### config.mk
export PLATFORM = sky130hd
export DESIGN_NAME = engine_top
export DESIGN_NICKNAME = d
export VERILOG_FILES = /design/src/logic/engine_op_pkg.sv /design/src/logic/engine_data_pkg.sv /design/src/logic/mac_unit.sv /design/src/logic/pool_unit.sv /design/src/logic/operand_fetch.sv /design/src/logic/engine_ctrl.sv /design/src/logic/engine_top.sv
export VERILOG_INCLUDE_DIRS = /design/src /design/src/logic
export SDC_FILE = /design/constraint.sdc
export NUM_CORES = 2
export LEC_CHECK = 0
export ABC_AREA = 1
export BUFFER_PORTS_ARGS = -buffer_cell sky130_fd_sc_hd__buf_2
export CAP_MARGIN = 20
export CORE_MARGIN = 3
export CORE_UTILIZATION = 55
export DETAILED_ROUTE_END_ITERATION = 10
export PLACE_DENSITY = 0.85
export RECOVER_POWER = 100
export SLEW_MARGIN = 20
export SYNTH_ARGS = -nofsm -noshare
export SYNTH_HDL_FRONTEND = slang
export SYNTH_SLANG_ARGS = --single-unit
### constraint.sdc
create_clock -name clk -period 9.1 [get_ports clk]
set_input_delay 1.365 -clock clk [delete_from_list [all_inputs] [get_ports clk]]
set_output_delay 1.365 -clock clk [all_outputs]
set_load 0.005 [all_outputs]
### src/logic/engine_macros.svh
`ifndef ENGINE_MACROS_SVH
`define ENGINE_MACROS_SVH

// Output channels computed per convolution
`define ENGINE_CONV_CHANNELS 4

// Word address width on all ports
`define ENGINE_ADDR_W 30

// Accumulator width for up to 255 full-scale products
`define ENGINE_ACC_W 40

// op_num and element counter width
`define ENGINE_CNT_W 8

`endif

### src/logic/engine_op_pkg.sv
package engine_op_pkg;

	// Host operation codes
	typedef enum logic [2:0] {
		OP_CONV    = 3'd1,
		OP_MAXPOOL = 3'd4,
		OP_AVEPOOL = 3'd5
	} op_code_e;

	// Sequencer states
	typedef enum logic [2:0] {
		IDLE,
		FETCH,
		DRAIN,
		WRITE,
		FINISH
	} ctrl_state_e;

endpackage

### src/logic/engine_data_pkg.sv
`include "engine_macros.svh"

package engine_data_pkg;

	// Signed Q8.8 sample
	typedef logic signed [15:0] sample_t;

	// Word address
	typedef logic [`ENGINE_ADDR_W-1:0] addr_t;

	// Full Q16.16 product of two samples
	typedef logic signed [31:0] prod_t;

	// Accumulator for products and pool sums
	typedef logic signed [`ENGINE_ACC_W-1:0] acc_t;

endpackage

### src/logic/mac_unit.sv
`timescale 1ns/1ps

module mac_unit
	import engine_data_pkg::*;
(
	input  logic    clk,
	input  logic    rst_n,
	input  logic    acc_clear,
	input  logic    mac_en,
	input  logic    pair_valid,
	input  logic    pair_last,
	input  sample_t pair_data,
	input  sample_t pair_weight,
	output logic    mac_valid,
	output sample_t mac_result
);

	localparam sample_t SAMPLE_MAX = 16'sh7fff;
	localparam sample_t SAMPLE_MIN = 16'sh8000;

	prod_t   prod;
	acc_t    acc;
	acc_t    acc_next;
	acc_t    acc_shift;
	sample_t sat_value;
	logic    take;

	assign take      = mac_en & pair_valid;
	assign prod      = pair_data * pair_weight;
	assign acc_next  = acc + acc_t'(prod);

	// Q16.16 sum back to Q8.8
	assign acc_shift = acc_next >>> 8;

	always_comb begin
		if (acc_shift > acc_t'(SAMPLE_MAX)) begin
			sat_value = SAMPLE_MAX;
		end else if (acc_shift < acc_t'(SAMPLE_MIN)) begin
			sat_value = SAMPLE_MIN;
		end else begin
			sat_value = sample_t'(acc_shift);
		end
	end

	always_ff @(posedge clk or negedge rst_n) begin
		if (!rst_n) begin
			mac_valid <= 1'b0;
		end else begin
			mac_valid <= take & pair_last;
		end
	end

	always_ff @(posedge clk) begin
		if (acc_clear) begin
			acc <= '0;
		end else if (take) begin
			acc <= acc_next;
		end
		if (take && pair_last) begin
			mac_result <= sat_value;
		end
	end

endmodule

### src/logic/pool_unit.sv
`timescale 1ns/1ps
`include "engine_macros.svh"

module pool_unit
	import engine_data_pkg::*;
(
	input  logic                     clk,
	input  logic                     rst_n,
	input  logic                     acc_clear,
	input  logic                     pool_en,
	input  logic                     pool_avg,
	input  logic                     pair_valid,
	input  logic                     pair_last,
	input  sample_t                  pair_data,
	input  logic [`ENGINE_CNT_W-1:0] op_num,
	output logic                     pool_valid,
	output sample_t                  pool_result
);

	localparam int W         = `ENGINE_ACC_W;
	localparam int DIV_CNT_W = $clog2(W);

	sample_t              max_r;
	sample_t              max_next;
	acc_t                 sum_r;
	acc_t                 sum_next;
	logic                 take_last;
	logic                 div_busy;
	logic                 div_neg;
	logic                 div_done;
	logic [DIV_CNT_W-1:0] div_cnt;
	logic [W-1:0]         divisor;
	logic [W-1:0]         div_quo;
	logic [W-1:0]         div_rem;
	logic [W-1:0]         rem_sh;
	logic [W-1:0]         rem_next;
	logic [W-1:0]         quo_next;
	logic [W-1:0]         quo_signed;
	logic                 fits;

	assign take_last = pool_en & pair_valid & pair_last;
	assign max_next  = (pair_data > max_r) ? pair_data : max_r;
	assign sum_next  = sum_r + acc_t'(pair_data);

	// Restoring division of |sum| by op_num with one quotient bit per cycle
	assign divisor    = {{(W - `ENGINE_CNT_W){1'b0}}, op_num};
	assign rem_sh     = {div_rem[W-2:0], div_quo[W-1]};
	assign fits       = (rem_sh >= divisor);
	assign rem_next   = fits ? rem_sh - divisor : rem_sh;
	assign quo_next   = {div_quo[W-2:0], fits};
	assign quo_signed = div_neg ? -quo_next : quo_next;
	assign div_done   = div_busy && (div_cnt == DIV_CNT_W'(W - 1));

	always_ff @(posedge clk or negedge rst_n) begin
		if (!rst_n) begin
			pool_valid <= 1'b0;
			div_busy   <= 1'b0;
			div_cnt    <= '0;
		end else begin
			pool_valid <= (take_last & ~pool_avg) | div_done;
			if (take_last && pool_avg) begin
				div_busy <= 1'b1;
				div_cnt  <= '0;
			end else if (div_done) begin
				div_busy <= 1'b0;
			end else if (div_busy) begin
				div_cnt <= div_cnt + 1'b1;
			end
		end
	end

	always_ff @(posedge clk) begin
		if (acc_clear) begin
			max_r <= 16'sh8000;
			sum_r <= '0;
		end else if (pool_en && pair_valid) begin
			max_r <= max_next;
			sum_r <= sum_next;
		end
		if (take_last && pool_avg) begin
			div_neg <= sum_next[W-1];
			div_quo <= sum_next[W-1] ? -sum_next : sum_next;
			div_rem <= '0;
		end else if (div_busy) begin
			div_quo <= quo_next;
			div_rem <= rem_next;
		end
		if (take_last && !pool_avg) begin
			pool_result <= max_next;
		end else if (div_done) begin
			pool_result <= sample_t'(quo_signed);
		end
	end

endmodule

### src/logic/operand_fetch.sv
`timescale 1ns/1ps

module operand_fetch
	import engine_data_pkg::*;
(
	input  logic    clk,
	input  logic    rst_n,
	input  logic    fetch_req,
	input  addr_t   fetch_data_addr,
	input  addr_t   fetch_weight_addr,
	input  logic    need_weight,
	input  logic    data_we,
	input  sample_t data_rdata,
	input  logic    weight_we,
	input  sample_t weight_rdata,
	output logic    data_rd_en,
	output addr_t   data_addr,
	output logic    weight_rd_en,
	output addr_t   weight_addr,
	output logic    pair_valid,
	output sample_t pair_data,
	output sample_t pair_weight
);

	logic busy;
	logic data_pend;
	logic weight_pend;
	logic data_left;
	logic weight_left;

	// Strobes still missing after this cycle
	assign data_left   = data_pend & ~data_we;
	assign weight_left = weight_pend & ~weight_we;

	always_ff @(posedge clk or negedge rst_n) begin
		if (!rst_n) begin
			busy         <= 1'b0;
			data_pend    <= 1'b0;
			weight_pend  <= 1'b0;
			data_rd_en   <= 1'b0;
			weight_rd_en <= 1'b0;
			pair_valid   <= 1'b0;
		end else begin
			data_rd_en   <= 1'b0;
			weight_rd_en <= 1'b0;
			pair_valid   <= 1'b0;
			if (fetch_req) begin
				busy         <= 1'b1;
				data_pend    <= 1'b1;
				data_rd_en   <= 1'b1;
				weight_pend  <= need_weight;
				weight_rd_en <= need_weight;
			end else if (busy) begin
				data_pend   <= data_left;
				weight_pend <= weight_left;
				if (!data_left && !weight_left) begin
					busy       <= 1'b0;
					pair_valid <= 1'b1;
				end
			end
		end
	end

	always_ff @(posedge clk) begin
		if (fetch_req) begin
			data_addr   <= fetch_data_addr;
			weight_addr <= fetch_weight_addr;
		end
		if (data_we) begin
			pair_data <= data_rdata;
		end
		if (weight_we) begin
			pair_weight <= weight_rdata;
		end
	end

endmodule

### src/logic/engine_ctrl.sv
`timescale 1ns/1ps
`include "engine_macros.svh"

module engine_ctrl
	import engine_op_pkg::*;
	import engine_data_pkg::*;
(
	input  logic                     clk,
	input  logic                     rst_n,
	input  logic                     start,
	input  op_code_e                 op_type,
	input  logic [`ENGINE_CNT_W-1:0] op_num,
	input  addr_t                    data_start_addr,
	input  addr_t                    weight_start_addr,
	input  addr_t                    result_start_addr,
	input  logic                     pair_valid,
	input  logic                     mac_valid,
	input  sample_t                  mac_result,
	input  logic                     pool_valid,
	input  sample_t                  pool_result,
	output logic                     fetch_req,
	output addr_t                    fetch_data_addr,
	output addr_t                    fetch_weight_addr,
	output logic                     need_weight,
	output logic                     acc_clear,
	output logic                     mac_en,
	output logic                     pool_en,
	output logic                     pair_last,
	output logic                     result_we,
	output addr_t                    result_addr,
	output sample_t                  result_data,
	output logic                     done
);

	localparam int CHAN_W = $clog2(`ENGINE_CONV_CHANNELS) + 1;

	ctrl_state_e              state;
	logic [`ENGINE_CNT_W-1:0] elem_cnt;
	logic [CHAN_W-1:0]        chan_cnt;
	logic [CHAN_W-1:0]        chan_total;
	logic                     chan_last;
	logic                     last_wr;
	logic                     unit_valid;
	addr_t                    w_ptr;

	assign chan_total = mac_en ? CHAN_W'(`ENGINE_CONV_CHANNELS) : CHAN_W'(1);
	assign chan_last  = (chan_cnt == chan_total - 1'b1);
	assign pair_last  = (elem_cnt == op_num - 1'b1);
	assign unit_valid = mac_valid | pool_valid;

	// Weights of channel c follow channel c-1 directly, so one running pointer is enough
	assign need_weight       = mac_en;
	assign fetch_data_addr   = data_start_addr + addr_t'(elem_cnt);
	assign fetch_weight_addr = w_ptr;

	always_ff @(posedge clk or negedge rst_n) begin
		if (!rst_n) begin
			state     <= IDLE;
			elem_cnt  <= '0;
			chan_cnt  <= '0;
			last_wr   <= 1'b0;
			fetch_req <= 1'b0;
			acc_clear <= 1'b0;
			mac_en    <= 1'b0;
			pool_en   <= 1'b0;
			result_we <= 1'b0;
			done      <= 1'b0;
		end else begin
			fetch_req <= 1'b0;
			acc_clear <= 1'b0;
			result_we <= 1'b0;
			done      <= 1'b0;
			case (state)
				IDLE: begin
					if (start) begin
						elem_cnt <= '0;
						chan_cnt <= '0;
						case (op_type)
							OP_CONV: begin
								mac_en    <= 1'b1;
								acc_clear <= 1'b1;
								fetch_req <= 1'b1;
								state     <= FETCH;
							end
							OP_MAXPOOL, OP_AVEPOOL: begin
								pool_en   <= 1'b1;
								acc_clear <= 1'b1;
								fetch_req <= 1'b1;
								state     <= FETCH;
							end
							default: state <= FINISH;
						endcase
					end
				end
				FETCH: begin
					if (pair_valid) begin
						if (pair_last) begin
							state <= DRAIN;
						end else begin
							elem_cnt  <= elem_cnt + 1'b1;
							fetch_req <= 1'b1;
						end
					end
				end
				DRAIN: begin
					if (unit_valid) begin
						result_we <= 1'b1;
						last_wr   <= chan_last;
						state     <= WRITE;
						// Next channel starts fetching during the write
						if (!chan_last) begin
							chan_cnt  <= chan_cnt + 1'b1;
							elem_cnt  <= '0;
							acc_clear <= 1'b1;
							fetch_req <= 1'b1;
						end
					end
				end
				WRITE: begin
					if (last_wr) begin
						done  <= 1'b1;
						state <= FINISH;
					end else begin
						state <= FETCH;
					end
				end
				FINISH: begin
					// Unsupported ops arrive here without done raised
					if (done) begin
						mac_en  <= 1'b0;
						pool_en <= 1'b0;
						state   <= IDLE;
					end else begin
						done <= 1'b1;
					end
				end
				default: state <= IDLE;
			endcase
		end
	end

	always_ff @(posedge clk) begin
		if (state == IDLE && start) begin
			w_ptr <= weight_start_addr;
		end else if (state == FETCH && pair_valid) begin
			w_ptr <= w_ptr + 1'b1;
		end
		if (state == DRAIN && unit_valid) begin
			result_addr <= result_start_addr + addr_t'(chan_cnt);
			result_data <= mac_en ? mac_result : pool_result;
		end
	end

endmodule

### src/logic/engine_top.sv
`timescale 1ns/1ps
`include "engine_macros.svh"

module engine_top
	import engine_op_pkg::*;
	import engine_data_pkg::*;
(
	input  logic                     clk,
	input  logic                     rst_n,
	input  logic                     start,
	input  op_code_e                 op_type,
	input  logic [`ENGINE_CNT_W-1:0] op_num,
	input  addr_t                    data_start_addr,
	input  addr_t                    weight_start_addr,
	input  addr_t                    result_start_addr,
	output logic                     done,
	output logic                     data_rd_en,
	output addr_t                    data_addr,
	input  logic                     data_we,
	input  sample_t                  data_rdata,
	output logic                     weight_rd_en,
	output addr_t                    weight_addr,
	input  logic                     weight_we,
	input  sample_t                  weight_rdata,
	output logic                     result_we,
	output addr_t                    result_addr,
	output sample_t                  result_data
);

	logic    fetch_req;
	addr_t   fetch_data_addr;
	addr_t   fetch_weight_addr;
	logic    need_weight;
	logic    acc_clear;
	logic    mac_en;
	logic    pool_en;
	logic    pool_avg;
	logic    pair_valid;
	logic    pair_last;
	sample_t pair_data;
	sample_t pair_weight;
	logic    mac_valid;
	sample_t mac_result;
	logic    pool_valid;
	sample_t pool_result;

	// op_type is held by the host for the whole operation
	assign pool_avg = (op_type == OP_AVEPOOL);

	engine_ctrl i_engine_ctrl (
		.clk               (clk),
		.rst_n             (rst_n),
		.start             (start),
		.op_type           (op_type),
		.op_num            (op_num),
		.data_start_addr   (data_start_addr),
		.weight_start_addr (weight_start_addr),
		.result_start_addr (result_start_addr),
		.pair_valid        (pair_valid),
		.mac_valid         (mac_valid),
		.mac_result        (mac_result),
		.pool_valid        (pool_valid),
		.pool_result       (pool_result),
		.fetch_req         (fetch_req),
		.fetch_data_addr   (fetch_data_addr),
		.fetch_weight_addr (fetch_weight_addr),
		.need_weight       (need_weight),
		.acc_clear         (acc_clear),
		.mac_en            (mac_en),
		.pool_en           (pool_en),
		.pair_last         (pair_last),
		.result_we         (result_we),
		.result_addr       (result_addr),
		.result_data       (result_data),
		.done              (done)
	);

	operand_fetch i_operand_fetch (
		.clk               (clk),
		.rst_n             (rst_n),
		.fetch_req         (fetch_req),
		.fetch_data_addr   (fetch_data_addr),
		.fetch_weight_addr (fetch_weight_addr),
		.need_weight       (need_weight),
		.data_we           (data_we),
		.data_rdata        (data_rdata),
		.weight_we         (weight_we),
		.weight_rdata      (weight_rdata),
		.data_rd_en        (data_rd_en),
		.data_addr         (data_addr),
		.weight_rd_en      (weight_rd_en),
		.weight_addr       (weight_addr),
		.pair_valid        (pair_valid),
		.pair_data         (pair_data),
		.pair_weight       (pair_weight)
	);

	mac_unit i_mac_unit (
		.clk         (clk),
		.rst_n       (rst_n),
		.acc_clear   (acc_clear),
		.mac_en      (mac_en),
		.pair_valid  (pair_valid),
		.pair_last   (pair_last),
		.pair_data   (pair_data),
		.pair_weight (pair_weight),
		.mac_valid   (mac_valid),
		.mac_result  (mac_result)
	);

	pool_unit i_pool_unit (
		.clk         (clk),
		.rst_n       (rst_n),
		.acc_clear   (acc_clear),
		.pool_en     (pool_en),
		.pool_avg    (pool_avg),
		.pair_valid  (pair_valid),
		.pair_last   (pair_last),
		.pair_data   (pair_data),
		.op_num      (op_num),
		.pool_valid  (pool_valid),
		.pool_result (pool_result)
	);

endmodule

**Yosys cells after proc, flatten, opt, wreduce, memory -nomap -nowiden**

Cells that the tools add are included.

- Mux-type cells: 68
- Reductions and logical operators: 30
- Multipliers: 1
- Equality and inequality tests: 20
- $add $sub $neg: 13
- Bitwise operators: 12
- Magnitude comparators: 4

Operators by type and width:

| kind | count |
|---|---|
| 40-bit two-way mux | 3 |
| 16-bit two-way mux | 6 |
| 30-bit two-way mux | 2 |
| 40-bit by 16-bit adder with 40-bit output | 1 |
| 40-bit by 32-bit adder with 40-bit output | 1 |
| 40-bit by 8-bit greater-or-equal comparator with 1-bit output | 1 |
| 8-bit two-way mux | 5 |
| 40-bit negation | 1 |
| 39-bit two-way mux | 1 |
| 39-bit by 8-bit subtractor with 39-bit output | 1 |
| 3-bit two-way mux | 11 |
| 32-bit by 16-bit > comparator with 1-bit output (second input constant) | 1 |
| 32-bit by 16-bit less-than comparator with 1-bit output (second input constant) | 1 |
| 16-bit by 16-bit multiplier with 32-bit output | 1 |
| 30-bit by 1-bit adder with 30-bit output (second input constant) | 1 |
| 30-bit by 3-bit adder with 30-bit output | 1 |
| 30-bit by 8-bit adder with 30-bit output | 1 |
| 1-bit two-way mux | 29 |
| 8-bit one-hot mux with 3 select lines | 1 |
| 6-bit two-way mux | 3 |
| 16-bit > comparator | 1 |
| 16-bit negation | 1 |
| 3-bit one-hot mux with 5 select lines | 1 |
| 2-bit nonzero test | 7 |
| other kinds (29) | 66 |

- Word-level logic and storage cells: 183
- Flip-flop bits (word level): 412

**Longest topological paths before layout**

- Depth in word-level cells: 7
- Depth in mapped cells: 35
- Mapped depth without buffers: 32

**Cells and area by module**

Synthesis repeated with hierarchy kept, for this count alone.

- Cell total of the unflattened synthesis: 5070
- Area total of the unflattened synthesis: 38396.8 um^2

By module, submodules not included:

| module | cells an instance | seq. area each (um^2) | instances | area each (um^2) |
|---|---|---|---|---|
| mac_unit | 2161 | 1306.3 | 1 | 16081.7 |
| pool_unit | 1932 | 3813.7 | 1 | 12578.3 |
| engine_ctrl | 856 | 2807.7 | 1 | 6725.2 |
| operand_fetch | 119 | 2912.8 | 1 | 3001.6 |
| engine_top | 2 | 0.0 | 1 | 10.0 |

**Least setup slack after synthesis**

No wires, ideal clock.

- Kind: reg2reg
- Start: reg i_operand_fetch.pair_data[15]
- End: reg i_mac_unit.mac_result[10], data pin
- Stages on the path, launching flop included: 30
- Slack: 1440 ps
- Data required time: 8847 ps
- Arrival time: 7407 ps
- Cells stage by stage: edfxtp_1 > clkbuf_1 > buf_1 > nand2_1 > fa_1 > inv_1 > fa_1 > inv_1 > fa_1 > fa_1 > inv_1 > fa_1 > inv_1 > fa_1 > inv_1 > ha_1 > nand2_1 > nor2_1 > inv_1 > nor4_1 > o21ai_0 > nand4_1 > nand2_1 > inv_1 > nand2_1 > nor2_1 > nand4_1 > nand2_2 > buf_4 > nand2_1

- Word-level cells in the longest chain between the ends: 4
- Elaborated cells between the ends (all ways): 5

RTL lines:

| item | line | source |
|---|---|---|
| from (decl) | operand_fetch.sv:21 | `output sample_t pair_data,` |
| from (signal assigned) | operand_fetch.sv:70 | `pair_data <= data_rdata;` |
| 16-bit by 16-bit multiplier with 32-bit output (*) | mac_unit.sv:29 | `assign prod = pair_data * pair_weight;` |
| 40-bit by 32-bit adder with 40-bit output (*) | mac_unit.sv:30 | `assign acc_next = acc + acc_t'(prod);` |
| 32-bit by 16-bit less-than comparator with 1-bit output | mac_unit.sv:38 | `end else if (acc_shift < acc_t'(SAMPLE_MIN)) begin` |
| 16-bit two-way mux | mac_unit.sv:38 |  |
| to (signal assigned) | mac_unit.sv:60 | `mac_result <= sat_value;` |
| to (decl) | mac_unit.sv:15 | `output sample_t mac_result` |

Every way passes the cells marked *; elsewhere a longest branch is shown, timed or not.
A chain may end at the register's enable or synchronous reset.

**Worst setup path after layout**

- Start: reg i_operand_fetch.pair_data[15]
- End: reg i_mac_unit.mac_result[1], data pin

The elaborated chain is that of the path after synthesis.

==> results.py <==
metrics = {
    "status": {
        "outcome": "finished with violations",
        "failed_checks": "capacitance limit, slew limit",
    },
    "placed_design": {
        "dpl_worst_slack_ps": 962,
        "place_area_um2": 38800,
        "place_congestion": 0.989,
        "io_buffers": 247,
        "dpl.hpwl_um": 77500,
    },
    "synthesis": {
        "synth.cell_area_um2": 36800,
        "synth_warnings": 0,
        "synth_seq_cells": 412,
        "synth_ff_type": "edfxtp_1",
        "yosysTopAreaCell": "edfxtp_1",
        "synth_enable_flop_cells": 241,
        "ys_types": 59,
        "avgSynthCellArea_um2": 7.86,
        "synth.net_count": 5347,
        "ys_seq_area_share_pct": 29.5,
        "netlist_instances": 4679,
        "synth_top_cell_area_share_pct": 19.7,
        "ys_async_sr_fraction_pct": 8.74,
        "synth.most_common_cell": "nand2_1",
        "synth_area_leaders": "edfxtp_1 (20%), fa_1 (18%), nand2_1 (12%)",
        "synth_commonest_cells": "nand2_1 (1144), inv_1 (1024), nor2_1 (359)",
    },
    "clock_tree": {
        "cts_tree": "built",
        "clockBufferDepth": 3,
        "postCtsSetupRepairBufs": 0,
        "cts_buffers": 48,
        "clk_latency_ps": 610,
        "cts_resized": 0,
        "cts-root-buf": "clkbuf_16",
        "hold_buffers": 0,
        "clk_pin_slew_ps": 60,
        "h-tree-depth": 2,
        "clock-sinks": 412,
    },
    "timing": {
        "tightest_slew_ps": 4090,
        "skew_ps": 24.2,
        "period_share_pct": 91.0,
        "fmax_mhz": 121,
        "relSlewSlack_pct": -173,
        "setup_tns_ps": 0,
        "rsz0062_at_grt": "no",
        "setup_ws_ps": 821,
        "layout_min_cycle_time_ps": 8280,
        "drv_slew": 539,
        "hold_violations": 0,
        "setup_viol": 0,
    },
    "global_route": {
        "grt_pass1_wl_um": 160000,
        "grt_pass1_vias": 30600,
        "antenna_found_initial": 3,
        "gr-total-overflow": 0,
        "grt_max_degree": 96,
        "grt.total_usage_pct": 28.5,
    },
    "setup_path": {
        "cp_top_family": "adder cells",
        "reg2reg_slack_ps": 820,
        "worst_setup_path_start_kind": "register",
        "cp_slowest_stage_delay_ps": 950,
        "crit_path_max_fanout": 19,
        "timing.critical_path.required_ps": 9450,
        "endpoint_kind": "register",
        "critPathMostFrequentCell": "inv_1",
        "critical_path_class": "register to register",
        "crit_slowest_cell": "edfxtp_1",
        "worstPathArrival_ps": 8630,
        "critical_path_buf_inv_count": 7,
    },
    "finish": {
        "final_nets": 5543,
        "layout-drive-gt1-share_pct": 6.51,
        "antenna_cells": 0,
        "fin_area_um2": 40200,
        "area_delta_synth_final_pct": 9.21,
    },
    "routing": {
        "first_pass_iters": 6,
        "avgViaCountPerCell": 5.39,
        "vias": 31200,
        "routedWlPerCell_um": 17.2,
        "drt-initial-drc-count": 3280,
        "drc": 0,
        "wirelength_um": 99600,
        "antenna_left": 0,
    },
    "worst_hold_path": {
        "holdCritPathClass": "register to register",
    },
    "floorplan": {
        "io_pins": 248,
        "fp.dieH_um": 265,
        "rows": 94,
        "fp.dieArea_um2": 70000,
        "core_um2": 66000,
        "die_x_um": 265,
        "initial_core_util_pct": 55.8,
    },
    "run": {
        "drv_cap": 10,
    },
}
## registers in the layout, indices dropped and copies added (netlist names), 3 cells and up
register and count:
i_engine_ctrl.fetch_weight_addr 30, i_pool_unit.pool_result 16, i_engine_ctrl.elem_cnt 8, i_engine_ctrl.result_data 16, i_engine_ctrl.result_addr 30, i_pool_unit.div_rem 39, i_operand_fetch.weight_addr 30, i_mac_unit.acc 40
i_pool_unit.sum_r 40, i_operand_fetch.pair_weight 16, i_pool_unit.div_cnt 6, i_engine_ctrl.state 3, i_operand_fetch.pair_data 16, i_pool_unit.div_quo 40, i_pool_unit.max_r 16, i_mac_unit.mac_result 16
i_engine_ctrl.chan_cnt 3, i_operand_fetch.data_addr 30
## per-layer routing
layer  wire (um)  GRT usage (%)
met1       40200           37.1
met2       46800           47.9
met3        8370           4.67
met4        4240           10.8
met5          27              0
## stage by stage
stage | util [%] | hold slack (ps) | std cells
final | 60.9 | 463 | 5778
after global routing | 60.9 | 487 | 5778
after CTS | 61.3 | 465 | 5778
after detailed placement | 58.8 | 440 | 5689
after global placement | 58.8 | 445 | 5689
after floorplan | - | 426 | 4679
## kinds of logic (layout without fill, tap and decap cells)
| group | after synthesis | after routing | share of synthesized area [%] |
|---|---|---|---|
| AND/OR/NAND/NOR | 1889 | 1889 | 21.3 |
| buffers and inverters | 1173 | 1408 | 12.1 |
| adder cells (fa/ha/maj) | 530 | 530 | 24.8 |
| AO/OA/AOI/OAI | 477 | 477 | 7.45 |
| flip-flops | 412 | 412 | 29.5 |
| XOR/XNOR | 198 | 198 | 4.82 |
## path summary, 6_finish.rpt
check	end	from	cells after the start
setup / recovery	i_mac_unit.mac_result[1]	i_operand_fetch.pair_data[15]	26
hold / removal	i_operand_fetch.weight_addr[23]	i_engine_ctrl.fetch_weight_addr[23]	0
setup reg to reg	i_mac_unit.mac_result[1]	i_operand_fetch.pair_data[15]	26
hold reg to reg	i_operand_fetch.weight_addr[23]	i_engine_ctrl.fetch_weight_addr[23]	0
max in group asynchronous	i_engine_ctrl.fetch_req	rst_n	1
min in group asynchronous	i_engine_ctrl.elem_cnt[6]	rst_n	1
## final cells by class
cell class                      count  area [um2]
Fill cell                        5713       25800
Multi-Input combinational cell   3094       21400
Sequential cell                   412       10800
Inverter                         1038        3900
Timing Repair Buffer              281        1340
Clock buffer                       59        1270
Tap cell                          864        1080
Clock inverter                     30         319
## layout by cell type (no fill, tap or decap), drive strengths merged, types with 156 or more instances in the layout
master / synthesis / routed
nand2: 1163 / 1163
inv: 1035 / 1040
nor2: 375 / 375
fa: 334 / 334
edfxtp: 241 / 241
nand3: 197 / 197
ha: 196 / 196
o21ai: 194 / 194
buf: 18 / 189
a21oi: 156 / 156
Power is not shown: default switching activity piles up to over one toggle a cycle in this logic, so the estimate is an artifact.
